--- config.mk ---
export PLATFORM = sky130hd
export DESIGN_NAME = groovy_video_top
export DESIGN_NICKNAME = d
export VERILOG_FILES = /design/src/verilog/groovy_pkg.sv /design/src/verilog/groovy_video_top.sv /design/src/verilog/video_output_stage.sv /design/src/verilog/chunk_unpacker.sv /design/src/verilog/raster_timing.sv /design/src/verilog/modeline_regs.sv
export VERILOG_INCLUDE_DIRS = /design/src /design/src/verilog
export SDC_FILE = /design/constraint.sdc
export NUM_CORES = 2
export LEC_CHECK = 0
export BUFFER_PORTS_ARGS = -buffer_cell sky130_fd_sc_hd__buf_2
export CORE_AREA = 5 5 424 426
export DETAILED_ROUTE_END_ITERATION = 7
export DIE_AREA = 0 0 429 431
export PLACE_DENSITY = 0.6
export SYNTH_ARGS = -nofsm -noshare
export SYNTH_HDL_FRONTEND = slang
export SYNTH_HIERARCHICAL = 1
export SYNTH_SLANG_ARGS = --single-unit
--- constraint.sdc ---
create_clock -name clk_sys -period 26.8 [get_ports clk_sys]
set_input_delay 6.7 -clock clk_sys [delete_from_list [all_inputs] [get_ports clk_sys]]
set_output_delay 6.7 -clock clk_sys [all_outputs]
set_load 0.02 [all_outputs]
--- src/verilog/groovy_macros.svh ---
// groovy video constants
// chunk geometry, no-data colour and the modeline loaded at reset
`ifndef GROOVY_MACROS_SVH
`define GROOVY_MACROS_SVH

// chunk geometry
`define GV_PIXEL_BITS   24
`define GV_CHUNK_PIXELS 40

// dark yellow, shown while the active area has no data
`define GV_FILL_RGB     24'hd19628

////////////////////////////////////////////////////////////////////////////
// default modeline, 256x240 at ce_div 16
////////////////////////////////////////////////////////////////////////////

`define GV_DEF_H        16'd256
`define GV_DEF_HFP      8'd10
`define GV_DEF_HS       8'd24
`define GV_DEF_HBP      8'd41

`define GV_DEF_V        16'd240
`define GV_DEF_VFP      8'd2
`define GV_DEF_VS       8'd3
`define GV_DEF_VBP      8'd16

`define GV_DEF_CE_DIV   8'd16 // clk_sys cycles per pixel

`endif
--- src/verilog/groovy_pkg.sv ---
// groovy video shared types
// pixel, chunk and raster counter types used across the core
`include "groovy_macros.svh"

package groovy_pkg;

	// one pixel, red in the top byte
	typedef struct packed {
		logic [7:0] r;
		logic [7:0] g;
		logic [7:0] b;
	} rgb_t;

	// 40 pixels per chunk, pixel 0 in the lowest bits
	typedef logic [`GV_PIXEL_BITS*`GV_CHUNK_PIXELS-1:0] chunk_t;

	// active sizes and raster counts
	typedef logic [15:0] coord_t;

	typedef logic [7:0] porch_t; // porch or sync length

endpackage

--- src/verilog/groovy_video_top.sv ---
// groovy video core top level
// modeline registers, raster timing, chunk unpacker and output stage
`timescale 1ns/1ns

module groovy_video_top (
	input  logic              clk_sys,
	input  logic              arst_n,
	input  logic              mode_load,
	input  groovy_pkg::coord_t h_active,
	input  groovy_pkg::porch_t h_fp,
	input  groovy_pkg::porch_t h_sync,
	input  groovy_pkg::porch_t h_bp,
	input  groovy_pkg::coord_t v_active,
	input  groovy_pkg::porch_t v_fp,
	input  groovy_pkg::porch_t v_sync,
	input  groovy_pkg::porch_t v_bp,
	input  logic [7:0]        ce_div,
	input  logic              chunk_load,
	input  groovy_pkg::chunk_t chunk_data,
	output logic              ce_pix,
	output groovy_pkg::rgb_t  video_rgb,
	output logic              hsync,
	output logic              vsync,
	output logic              de,
	output logic              vblank,
	output groovy_pkg::coord_t vcount,
	output logic              mode_changed,
	output logic              underrun,
	output logic              chunk_empty
);
	import groovy_pkg::*;

	coord_t act_h_active, act_v_active;
	porch_t act_h_fp, act_h_sync, act_h_bp;
	porch_t act_v_fp, act_v_sync, act_v_bp;
	logic [7:0] act_ce_div;
	logic frame_end;
	logic raster_de, raster_hsync, raster_vsync, raster_vblank;
	logic pixel_valid;
	rgb_t pixel_rgb;

	modeline_regs u_modeline_regs (
		.clk_sys      (clk_sys),
		.arst_n       (arst_n),
		.mode_load    (mode_load),
		.frame_end    (frame_end),
		.h_active     (h_active),
		.h_fp         (h_fp),
		.h_sync       (h_sync),
		.h_bp         (h_bp),
		.v_active     (v_active),
		.v_fp         (v_fp),
		.v_sync       (v_sync),
		.v_bp         (v_bp),
		.ce_div       (ce_div),
		.act_h_active (act_h_active),
		.act_h_fp     (act_h_fp),
		.act_h_sync   (act_h_sync),
		.act_h_bp     (act_h_bp),
		.act_v_active (act_v_active),
		.act_v_fp     (act_v_fp),
		.act_v_sync   (act_v_sync),
		.act_v_bp     (act_v_bp),
		.act_ce_div   (act_ce_div),
		.mode_changed (mode_changed)
	);

	// timing and pixel paths run side by side
	raster_timing u_raster_timing (
		.clk_sys       (clk_sys),
		.arst_n        (arst_n),
		.act_h_active  (act_h_active),
		.act_h_fp      (act_h_fp),
		.act_h_sync    (act_h_sync),
		.act_h_bp      (act_h_bp),
		.act_v_active  (act_v_active),
		.act_v_fp      (act_v_fp),
		.act_v_sync    (act_v_sync),
		.act_v_bp      (act_v_bp),
		.act_ce_div    (act_ce_div),
		.ce_pix        (ce_pix),
		.frame_end     (frame_end),
		.raster_de     (raster_de),
		.raster_hsync  (raster_hsync),
		.raster_vsync  (raster_vsync),
		.raster_vblank (raster_vblank),
		.vcount        (vcount)
	);

	chunk_unpacker u_chunk_unpacker (
		.clk_sys     (clk_sys),
		.arst_n      (arst_n),
		.chunk_load  (chunk_load),
		.ce_pix      (ce_pix),
		.raster_de   (raster_de),
		.chunk_data  (chunk_data),
		.chunk_empty (chunk_empty),
		.pixel_valid (pixel_valid),
		.pixel_rgb   (pixel_rgb)
	);

	video_output_stage u_video_output_stage (
		.clk_sys       (clk_sys),
		.arst_n        (arst_n),
		.ce_pix        (ce_pix),
		.raster_de     (raster_de),
		.raster_hsync  (raster_hsync),
		.raster_vsync  (raster_vsync),
		.raster_vblank (raster_vblank),
		.pixel_valid   (pixel_valid),
		.pixel_rgb     (pixel_rgb),
		.video_rgb     (video_rgb),
		.hsync         (hsync),
		.vsync         (vsync),
		.de            (de),
		.vblank        (vblank),
		.underrun      (underrun)
	);

endmodule

--- src/verilog/video_output_stage.sv ---
// video output stage
// merges raster state and pixel data into registered video outputs
`timescale 1ns/1ns
`include "groovy_macros.svh"

module video_output_stage (
	input  logic             clk_sys,
	input  logic             arst_n,
	input  logic             ce_pix,
	input  logic             raster_de,
	input  logic             raster_hsync,
	input  logic             raster_vsync,
	input  logic             raster_vblank,
	input  logic             pixel_valid,
	input  groovy_pkg::rgb_t pixel_rgb,
	output groovy_pkg::rgb_t video_rgb,
	output logic             hsync,
	output logic             vsync,
	output logic             de,
	output logic             vblank,
	output logic             underrun
);
	import groovy_pkg::*;

	always_ff @(posedge clk_sys or negedge arst_n) begin
		if (!arst_n) begin
			video_rgb <= '0;
			hsync     <= 1'b0;
			vsync     <= 1'b0;
			de        <= 1'b0;
			vblank    <= 1'b0;
			underrun  <= 1'b0;
		end else begin
			underrun <= 1'b0; // single clock pulse
			if (ce_pix) begin
				hsync  <= raster_hsync;
				vsync  <= raster_vsync;
				de     <= raster_de;
				vblank <= raster_vblank;
				if (!raster_de) begin
					video_rgb <= '0; // black outside the active area
				end else if (pixel_valid) begin
					video_rgb <= pixel_rgb;
				end else begin
					video_rgb <= rgb_t'(`GV_FILL_RGB);
					underrun  <= 1'b1;
				end
			end
		end
	end

endmodule

--- src/verilog/chunk_unpacker.sv ---
// chunk unpacker
// holds one 40 pixel chunk and hands out its pixels lowest first
`timescale 1ns/1ns
`include "groovy_macros.svh"

module chunk_unpacker (
	input  logic              clk_sys,
	input  logic              arst_n,
	input  logic              chunk_load,
	input  logic              ce_pix,
	input  logic              raster_de,
	input  groovy_pkg::chunk_t chunk_data,
	output logic              chunk_empty,
	output logic              pixel_valid,
	output groovy_pkg::rgb_t  pixel_rgb
);
	import groovy_pkg::*;

	localparam int IDX_W = $clog2(`GV_CHUNK_PIXELS);
	localparam logic [IDX_W-1:0] LAST_IDX = IDX_W'(`GV_CHUNK_PIXELS - 1);

	chunk_t chunk_q;
	logic [IDX_W-1:0] idx; // next pixel to show
	logic full;
	logic take;

	assign take        = ce_pix & raster_de & full; // one displayed pixel
	assign chunk_empty = ~full;
	assign pixel_valid = full;
	assign pixel_rgb   = rgb_t'(chunk_q[idx*`GV_PIXEL_BITS +: `GV_PIXEL_BITS]);

	// loads while full are dropped
	always_ff @(posedge clk_sys) begin
		if (chunk_load && !full)
			chunk_q <= chunk_data;
	end

	always_ff @(posedge clk_sys or negedge arst_n) begin
		if (!arst_n) begin
			full <= 1'b0;
			idx  <= '0;
		end else if (chunk_load && !full) begin
			full <= 1'b1;
			idx  <= '0;
		end else if (take) begin
			if (idx == LAST_IDX) begin
				full <= 1'b0; // chunk_empty rises next cycle
				idx  <= '0;
			end else begin
				idx <= idx + 1'b1;
			end
		end
	end

	// host may only refill an empty unpacker
	a_load_when_empty: assert property (
		@(posedge clk_sys) disable iff (!arst_n)
		chunk_load |-> chunk_empty
	);

endmodule

--- src/verilog/raster_timing.sv ---
// raster timing
// pixel clock enable divider and h/v counters with sync, blanking and de
`timescale 1ns/1ns

module raster_timing (
	input  logic              clk_sys,
	input  logic              arst_n,
	input  groovy_pkg::coord_t act_h_active,
	input  groovy_pkg::porch_t act_h_fp,
	input  groovy_pkg::porch_t act_h_sync,
	input  groovy_pkg::porch_t act_h_bp,
	input  groovy_pkg::coord_t act_v_active,
	input  groovy_pkg::porch_t act_v_fp,
	input  groovy_pkg::porch_t act_v_sync,
	input  groovy_pkg::porch_t act_v_bp,
	input  logic [7:0]        act_ce_div,
	output logic              ce_pix,
	output logic              frame_end,
	output logic              raster_de,
	output logic              raster_hsync,
	output logic              raster_vsync,
	output logic              raster_vblank,
	output groovy_pkg::coord_t vcount
);
	import groovy_pkg::*;

	logic [7:0] ce_cnt;
	coord_t h_cnt, v_cnt;
	coord_t hs_start, hs_end, h_total;
	coord_t vs_start, vs_end, v_total;
	logic h_last, v_last;

	// sync window and totals from the active modeline
	assign hs_start = act_h_active + coord_t'(act_h_fp);
	assign hs_end   = hs_start + coord_t'(act_h_sync);
	assign h_total  = hs_end + coord_t'(act_h_bp);
	assign vs_start = act_v_active + coord_t'(act_v_fp);
	assign vs_end   = vs_start + coord_t'(act_v_sync);
	assign v_total  = vs_end + coord_t'(act_v_bp);

	assign h_last    = (h_cnt == h_total - 16'd1);
	assign v_last    = (v_cnt == v_total - 16'd1);
	assign frame_end = ce_pix & h_last & v_last;

	////////////////////////////////////////////////////////////////////////////
	// pixel clock enable
	////////////////////////////////////////////////////////////////////////////

	// >= so a smaller divisor after a swap still wraps
	always_ff @(posedge clk_sys or negedge arst_n) begin
		if (!arst_n) begin
			ce_cnt <= '0;
			ce_pix <= 1'b0;
		end else if (ce_cnt >= act_ce_div - 8'd1) begin
			ce_cnt <= '0;
			ce_pix <= 1'b1;
		end else begin
			ce_cnt <= ce_cnt + 8'd1;
			ce_pix <= 1'b0;
		end
	end

	////////////////////////////////////////////////////////////////////////////
	// raster counters
	////////////////////////////////////////////////////////////////////////////

	always_ff @(posedge clk_sys or negedge arst_n) begin
		if (!arst_n) begin
			h_cnt         <= '0;
			v_cnt         <= '0;
			raster_de     <= 1'b0;
			raster_hsync  <= 1'b0;
			raster_vsync  <= 1'b0;
			raster_vblank <= 1'b0;
			vcount        <= '0;
		end else if (ce_pix) begin
			// state of the pixel being counted now
			raster_de     <= (h_cnt < act_h_active) && (v_cnt < act_v_active);
			raster_hsync  <= (h_cnt >= hs_start) && (h_cnt < hs_end);
			raster_vsync  <= (v_cnt >= vs_start) && (v_cnt < vs_end);
			raster_vblank <= (v_cnt >= act_v_active);
			vcount        <= v_cnt;
			if (h_last) begin
				h_cnt <= '0;
				v_cnt <= v_last ? '0 : v_cnt + 16'd1; // next line or new frame
			end else begin
				h_cnt <= h_cnt + 16'd1;
			end
		end
	end

	// divisor is at least 2
	a_ce_pix_isolated: assert property (
		@(posedge clk_sys) disable iff (!arst_n)
		ce_pix |=> !ce_pix
	);

endmodule

--- src/verilog/modeline_regs.sv ---
// modeline registers
// pending and active modeline, swapped only at the end of a frame
`timescale 1ns/1ns
`include "groovy_macros.svh"

module modeline_regs (
	input  logic              clk_sys,
	input  logic              arst_n,
	input  logic              mode_load,
	input  logic              frame_end,
	input  groovy_pkg::coord_t h_active,
	input  groovy_pkg::porch_t h_fp,
	input  groovy_pkg::porch_t h_sync,
	input  groovy_pkg::porch_t h_bp,
	input  groovy_pkg::coord_t v_active,
	input  groovy_pkg::porch_t v_fp,
	input  groovy_pkg::porch_t v_sync,
	input  groovy_pkg::porch_t v_bp,
	input  logic [7:0]        ce_div,
	output groovy_pkg::coord_t act_h_active,
	output groovy_pkg::porch_t act_h_fp,
	output groovy_pkg::porch_t act_h_sync,
	output groovy_pkg::porch_t act_h_bp,
	output groovy_pkg::coord_t act_v_active,
	output groovy_pkg::porch_t act_v_fp,
	output groovy_pkg::porch_t act_v_sync,
	output groovy_pkg::porch_t act_v_bp,
	output logic [7:0]        act_ce_div,
	output logic              mode_changed
);
	import groovy_pkg::*;

	coord_t pend_h_active, pend_v_active;
	porch_t pend_h_fp, pend_h_sync, pend_h_bp;
	porch_t pend_v_fp, pend_v_sync, pend_v_bp;
	logic [7:0] pend_ce_div;
	logic pend_valid;
	logic swap;

	assign swap = frame_end & pend_valid; // frame boundary with a mode waiting

	// host copy, a later load simply overwrites it
	always_ff @(posedge clk_sys) begin
		if (mode_load) begin
			pend_h_active <= h_active;
			pend_h_fp     <= h_fp;
			pend_h_sync   <= h_sync;
			pend_h_bp     <= h_bp;
			pend_v_active <= v_active;
			pend_v_fp     <= v_fp;
			pend_v_sync   <= v_sync;
			pend_v_bp     <= v_bp;
			pend_ce_div   <= ce_div;
		end
	end

	always_ff @(posedge clk_sys or negedge arst_n) begin
		if (!arst_n) begin
			pend_valid   <= 1'b0;
			mode_changed <= 1'b0;
			act_h_active <= `GV_DEF_H;
			act_h_fp     <= `GV_DEF_HFP;
			act_h_sync   <= `GV_DEF_HS;
			act_h_bp     <= `GV_DEF_HBP;
			act_v_active <= `GV_DEF_V;
			act_v_fp     <= `GV_DEF_VFP;
			act_v_sync   <= `GV_DEF_VS;
			act_v_bp     <= `GV_DEF_VBP;
			act_ce_div   <= `GV_DEF_CE_DIV;
		end else begin
			mode_changed <= swap; // one pulse per swap
			if (swap) begin
				act_h_active <= pend_h_active;
				act_h_fp     <= pend_h_fp;
				act_h_sync   <= pend_h_sync;
				act_h_bp     <= pend_h_bp;
				act_v_active <= pend_v_active;
				act_v_fp     <= pend_v_fp;
				act_v_sync   <= pend_v_sync;
				act_v_bp     <= pend_v_bp;
				act_ce_div   <= pend_ce_div;
				pend_valid   <= 1'b0;
			end
			if (mode_load)
				pend_valid <= 1'b1; // a load on the swap cycle stays pending
		end
	end

	// host keeps every field nonzero and the divisor at 2 or more
	a_mode_load_legal: assert property (
		@(posedge clk_sys) disable iff (!arst_n)
		mode_load |-> (ce_div >= 8'd2) && (h_active != '0) && (v_active != '0) &&
			(h_fp != '0) && (h_sync != '0) && (h_bp != '0) &&
			(v_fp != '0) && (v_sync != '0) && (v_bp != '0)
	);

endmodule

# Yosys cells after proc, flatten, opt, wreduce, memory -nomap -nowiden
# Cells that the tools add are included.
[op_classes]
n_addsub = 13
multipliers = 1
magnitude_cmp = 8
n_eq_ne = 3
n_shift = 1
muxes = 17
n_bitwise = 6
n_reduce_logical = 10
[ops]
columns = ["operator", "n"]
rows = [
  ["indexed part select 960 x 12 -> 24 bit", 1],
  ["adder 16 x 8 -> 16 bit", 6],
  ["< comparator 16 bit", 4],
  ["greater-or-equal comparator 16 bit", 3],
  ["two-way mux 24 bit", 2],
  ["adder 16 x 1 -> 16 bit (second input constant)", 2],
  ["equality test 16 bit", 2],
  ["two-way mux 16 bit", 2],
  ["subtractor 16 x 1 -> 16 bit (second input constant)", 2],
  ["two-way mux 6 bit", 3],
  ["two-way mux 1 bit", 9],
  ["adder 8 x 1 -> 8 bit (second input constant)", 1],
  ["greater-or-equal comparator 8 bit", 1],
  ["multiplier 6 x 2 -> 8 bit (second input constant)", 1],
  ["two-way mux 8 bit", 1],
  ["subtractor 8 x 1 -> 8 bit (second input constant)", 1],
  ["adder 6 x 1 -> 6 bit (second input constant)", 1],
  ["equality test 6 bit (second input constant)", 1],
  ["nonzero test 2 bit", 3],
  ["bitwise AND 1 bit", 5],
  ["logical AND 1 bit", 4],
  ["AND reduction 2 bit", 2],
  ["logical NOT 1 bit", 1],
  ["NOT 1 bit", 1],
]
[word_totals]
regBits = 1235
input_bits = 1052
out_inout_bits = 48

# Logic depth before layout (Yosys ltp)
[logic_depth]
ltp_word = 10
depth_mapped = 33
depth_no_buf = 29

# Cells and area by module
# Netlist, hierarchy kept.
[modules_own_cells]
columns = ["mod", "instances", "cells_each", "area_each_um2"]
rows = [
  ["chunk_unpacker", 1, 1588, 36731.5],
  ["raster_timing", 1, 1278, 10198.5],
  ["modeline_regs", 1, 279, 6029.5],
  ["video_output_stage", 1, 117, 1192.4],
]

# Worst setup path before layout
# Ideal clock, no wire load.
[synth_timing]
path_type = "input to register"
from = "in chunk_load"
to = "reg u_chunk_unpacker.idx[2]"
setup_time_ps = 145
arrival_time_ps = 26497
path_slack_ps = 158
stages = 5
cell_sequence = "nand2b_1 -> inv_1 -> mux2i_1 -> nand2_1 -> o21ai_0"
[synth_between]
elab_chain_len = 2
elab_cells_between_ends = 3
cone_classes = "1 x mux; 2 x reduce/logical"
[synth_lines]
columns = ["item", "line", "text"]
rows = [
  ["start, declared", "groovy_video_top.sv:18", "input logic chunk_load,"],
  ["logical AND 1 bit (*)", "chunk_unpacker.sv:42", "end else if (chunk_load && !full) begin"],
  ["two-way mux 6 bit / nonzero test 2 bit (equally long branches)", "--", ""],
  ["end signal, assigned", "chunk_unpacker.sv:50", "idx <= idx + 1'b1;"],
  ["end, declared", "chunk_unpacker.sv:23", "logic [IDX_W-1:0] idx;"],
]
# Every way passes the cells marked *; elsewhere a longest branch is shown, timed or not.
# A chain may end at the register's enable or synchronous reset.

# Worst setup path after layout
[layout_timing]
from = "in chunk_load"
to = "reg u_chunk_unpacker.chunk_q[828], enable pin"
[layout_between]
elab_chain_len = 1
[layout_lines]
columns = ["item", "line", "text"]
rows = [
  ["logical AND 1 bit", "chunk_unpacker.sv:34", "if (chunk_load && !full)"],
  ["end signal, assigned", "chunk_unpacker.sv:35", "chunk_q <= chunk_data;"],
  ["end, declared", "chunk_unpacker.sv:22", "chunk_t chunk_q;"],
]
# Every way passes these cells.

==> run metrics <==
status complete, no violations; die area between 0.15 and 0.2 sq mm; #FFs+latches synth 1235; initial antenna violation count roughly 150; Routed WL 191 mm; Max-cap violations 0; max incr delay on CP 960 ps; Synth-to-Final Area Change 23.8%; CP Capture Type flip-flop; largest net degree at the start of global routing 167; row cnt around 150; total track usage 0.200; Mapped Avg Cell Area ~17 sq um; DR iter-0 viols 3090; CTS tree built; register area share after synthesis 0.668; Die H ~430 microns; Synth area leaders edfxtp_1 (58%), mux4_2 (8.1%), dfrtp_1 (7.9%), ha_1 (3.6%), mux2_2 (2.4%); Post-synth EDFFs between 1000 and 1500; share of layout cells above drive strength 1 0.388; Cells after Synth 3262; Antenna Violating Nets Remaining 0; CP startpoint kind input pin; Largest delay share family, worst path buffers and inverters; fin area roughly 0.067 sq mm; cell taking the most area after synthesis edfxtp_1; first-pass GRT wire length roughly 260 mm; Final setup viols 0; commonest non-fill, non-tap cells in the layout buf_2 (1097), edfxtp_1 (1048), mux4_2 (194); non-filler cells, final slightly below 7000; Fin Setup TNS 0 ps; max reg flops between 900 and 1000; dpl hpwl between 100 and 150 mm; TritonCTS Buffers between 100 and 150; starting density of the core 0.309; Synth Flop Type edfxtp_1; H-tree depth 4; DP Cell Count approximately 6600; Vias around 35000; CTS Hold Bufs 0; commonest non-fill, non-tap cell in the layout buf_2; crit-path cells buf_2 -> nand2b_1 -> inv_8 -> buf_4 -> buf_4 -> buf_4; WS Path Type in2reg; postcts setup bufs 0; HP Class reg2reg; drt wl/cell 27.7 microns; fmax slightly below 100 MHz; Tcrit/Tclk final 0.381; Async SR Flop Fraction 0.151; root buffer cell clkbuf_16; clk_lat worst skew around 770 ps; Arr. time, crit path between 10000 and 15000 ps; I/O Buffers roughly 1100; Synth top area share 0.581; Top Registers u_chunk_unpacker/chunk_q: 960 flops, u_video_output_stage/video_rgb: 24 flops; Fin. Hold Viols 0; unrepaired setup endpoints after global routing no; post-layout min period 10210 ps; Top reg by flops u_chunk_unpacker/chunk_q; LEAKAGE around 25 nW; Vias/cell 5.02; VDD IR max around 0.065 mV; post_cts resized 0; Final Slew Violations 0; worst clock skew approximately 48 ps; CP bufs+invs 5; Max Fanout on Critical Path around 120; total grt overflow 0; Area after DPL roughly 0.062 sq mm; CP most frequent cell buf_4; Post-Syn Area approximately 0.054 sq mm; Nets 5613; Cell Pwr Density 62.7 mW/mm^2; Max transition margin 0.205; Chip Width between 400 and 500 microns; clock-pin slew of the registers on the worst-case setup and hold paths 60 ps; synth unique cells 108; Ys Warns 6; slowest stage cell, crit path buf_4; Max clock buf depth 3; GP Congestion 0.887; clock sinks between 1000 and 1500; vias in the first global route 35355; Worst Tran Pin Value between 1000 and 1500 ps; Pre-Repair DR Iteration Count 6; CP required roughly 27000 ps; IO Count 1100; CORE AREA ~0.18 sq mm; Remaining DRCs 0; Syn Nets approximately 4500
## power by group
part | switching [mW] | internal [mW]
Clock | 0.803 | 1.10
Sequential | 0.00697 | 2.10
Combinational | 0.102 | 0.0902
## layer usage
layer	track usage	part of all wire	vias to the layer above
met5	0	0.0014	-
li1	-	-	15306
met3	0.0476	0.064	407
met1	0.227	0.36	17497
met2	0.370	0.54	1449
met4	0.0627	0.036	44
## synthesized netlist by cell type (all sizes together) (12+ instances only)
| cell type | count |
|---|---|
| nor4 | 12 |
| or3 | 13 |
| o211ai | 25 |
| nand2b | 23 |
| mux2i | 108 |
| or2 | 17 |
| dfrtp | 170 |
| and3 | 26 |
| nand4 | 23 |
| edfxtp | 1048 |
| xnor2 | 101 |
| nand2 | 110 |
| o221ai | 42 |
| nand3 | 49 |
| buf | 88 |
| o21a | 16 |
| inv | 166 |
| a21o | 56 |
| nor2 | 95 |
| nor2b | 26 |
| ha | 155 |
| xor2 | 30 |
| o21ai | 72 |
| o22ai | 32 |
| a22o | 40 |
| clkbuf | 56 |
| a21oi | 70 |
| dfstp | 17 |
| a211oi | 61 |
| mux2 | 124 |
| mux4 | 194 |
| o32ai | 25 |
| nor3 | 26 |
## through the flow
stage | setup WS [ps] | util | power, mW | hold WS (ps)
floorplan | 158 | - | 2.20 | 449
global placement | 15960 | 0.355 | 2.34 | 459
detailed placement | 15790 | 0.355 | 2.34 | 461
CTS | 16640 | 0.381 | 4.25 | 473
global route | 16400 | 0.382 | 4.34 | 484
finish | 16590 | 0.382 | 4.20 | 471
## path summary, 6_finish.rpt
| check | endpoint | cells after the start | slack [ps] | from |
|---|---|---|---|---|
| min in group asynchronous | u_modeline_regs/act_v_bp[1] | 1 | 6030 | arst_n |
| max in group asynchronous | u_raster_timing/ce_pix | 2 | 19430 | arst_n |
| hold / removal | u_modeline_regs/act_ce_div[3] | 1 | 470 | u_modeline_regs/pend_ce_div[3] |
| setup reg to reg | u_modeline_regs/act_v_active[0] | 24 | 17920 | u_modeline_regs/act_h_active[0] |
| hold reg to reg | u_modeline_regs/act_ce_div[3] | 1 | 470 | u_modeline_regs/pend_ce_div[3] |
| setup / recovery | u_chunk_unpacker/chunk_q[828] | 6 | 16590 | chunk_load |
## layout make-up
class	instances	area (sq um)
sequential	1235	36200
timing repair buffer	1144	5900
fill	16486	108000
clock inverter	72	845
clock buffer	177	3720
tap	2340	2930
multi-input combinational	1716	16700
inverter	167	637
antenna	57	143
## kinds of logic after synthesis
family	synth area share
xor+xnor	0.0226
buf+inv	0.0259
compound gates	0.0741
mux	0.127
flops	0.668
simple gates	0.0433
fa+ha+maj	0.0390
No activity file was read; power rests on OpenSTA's default activity.
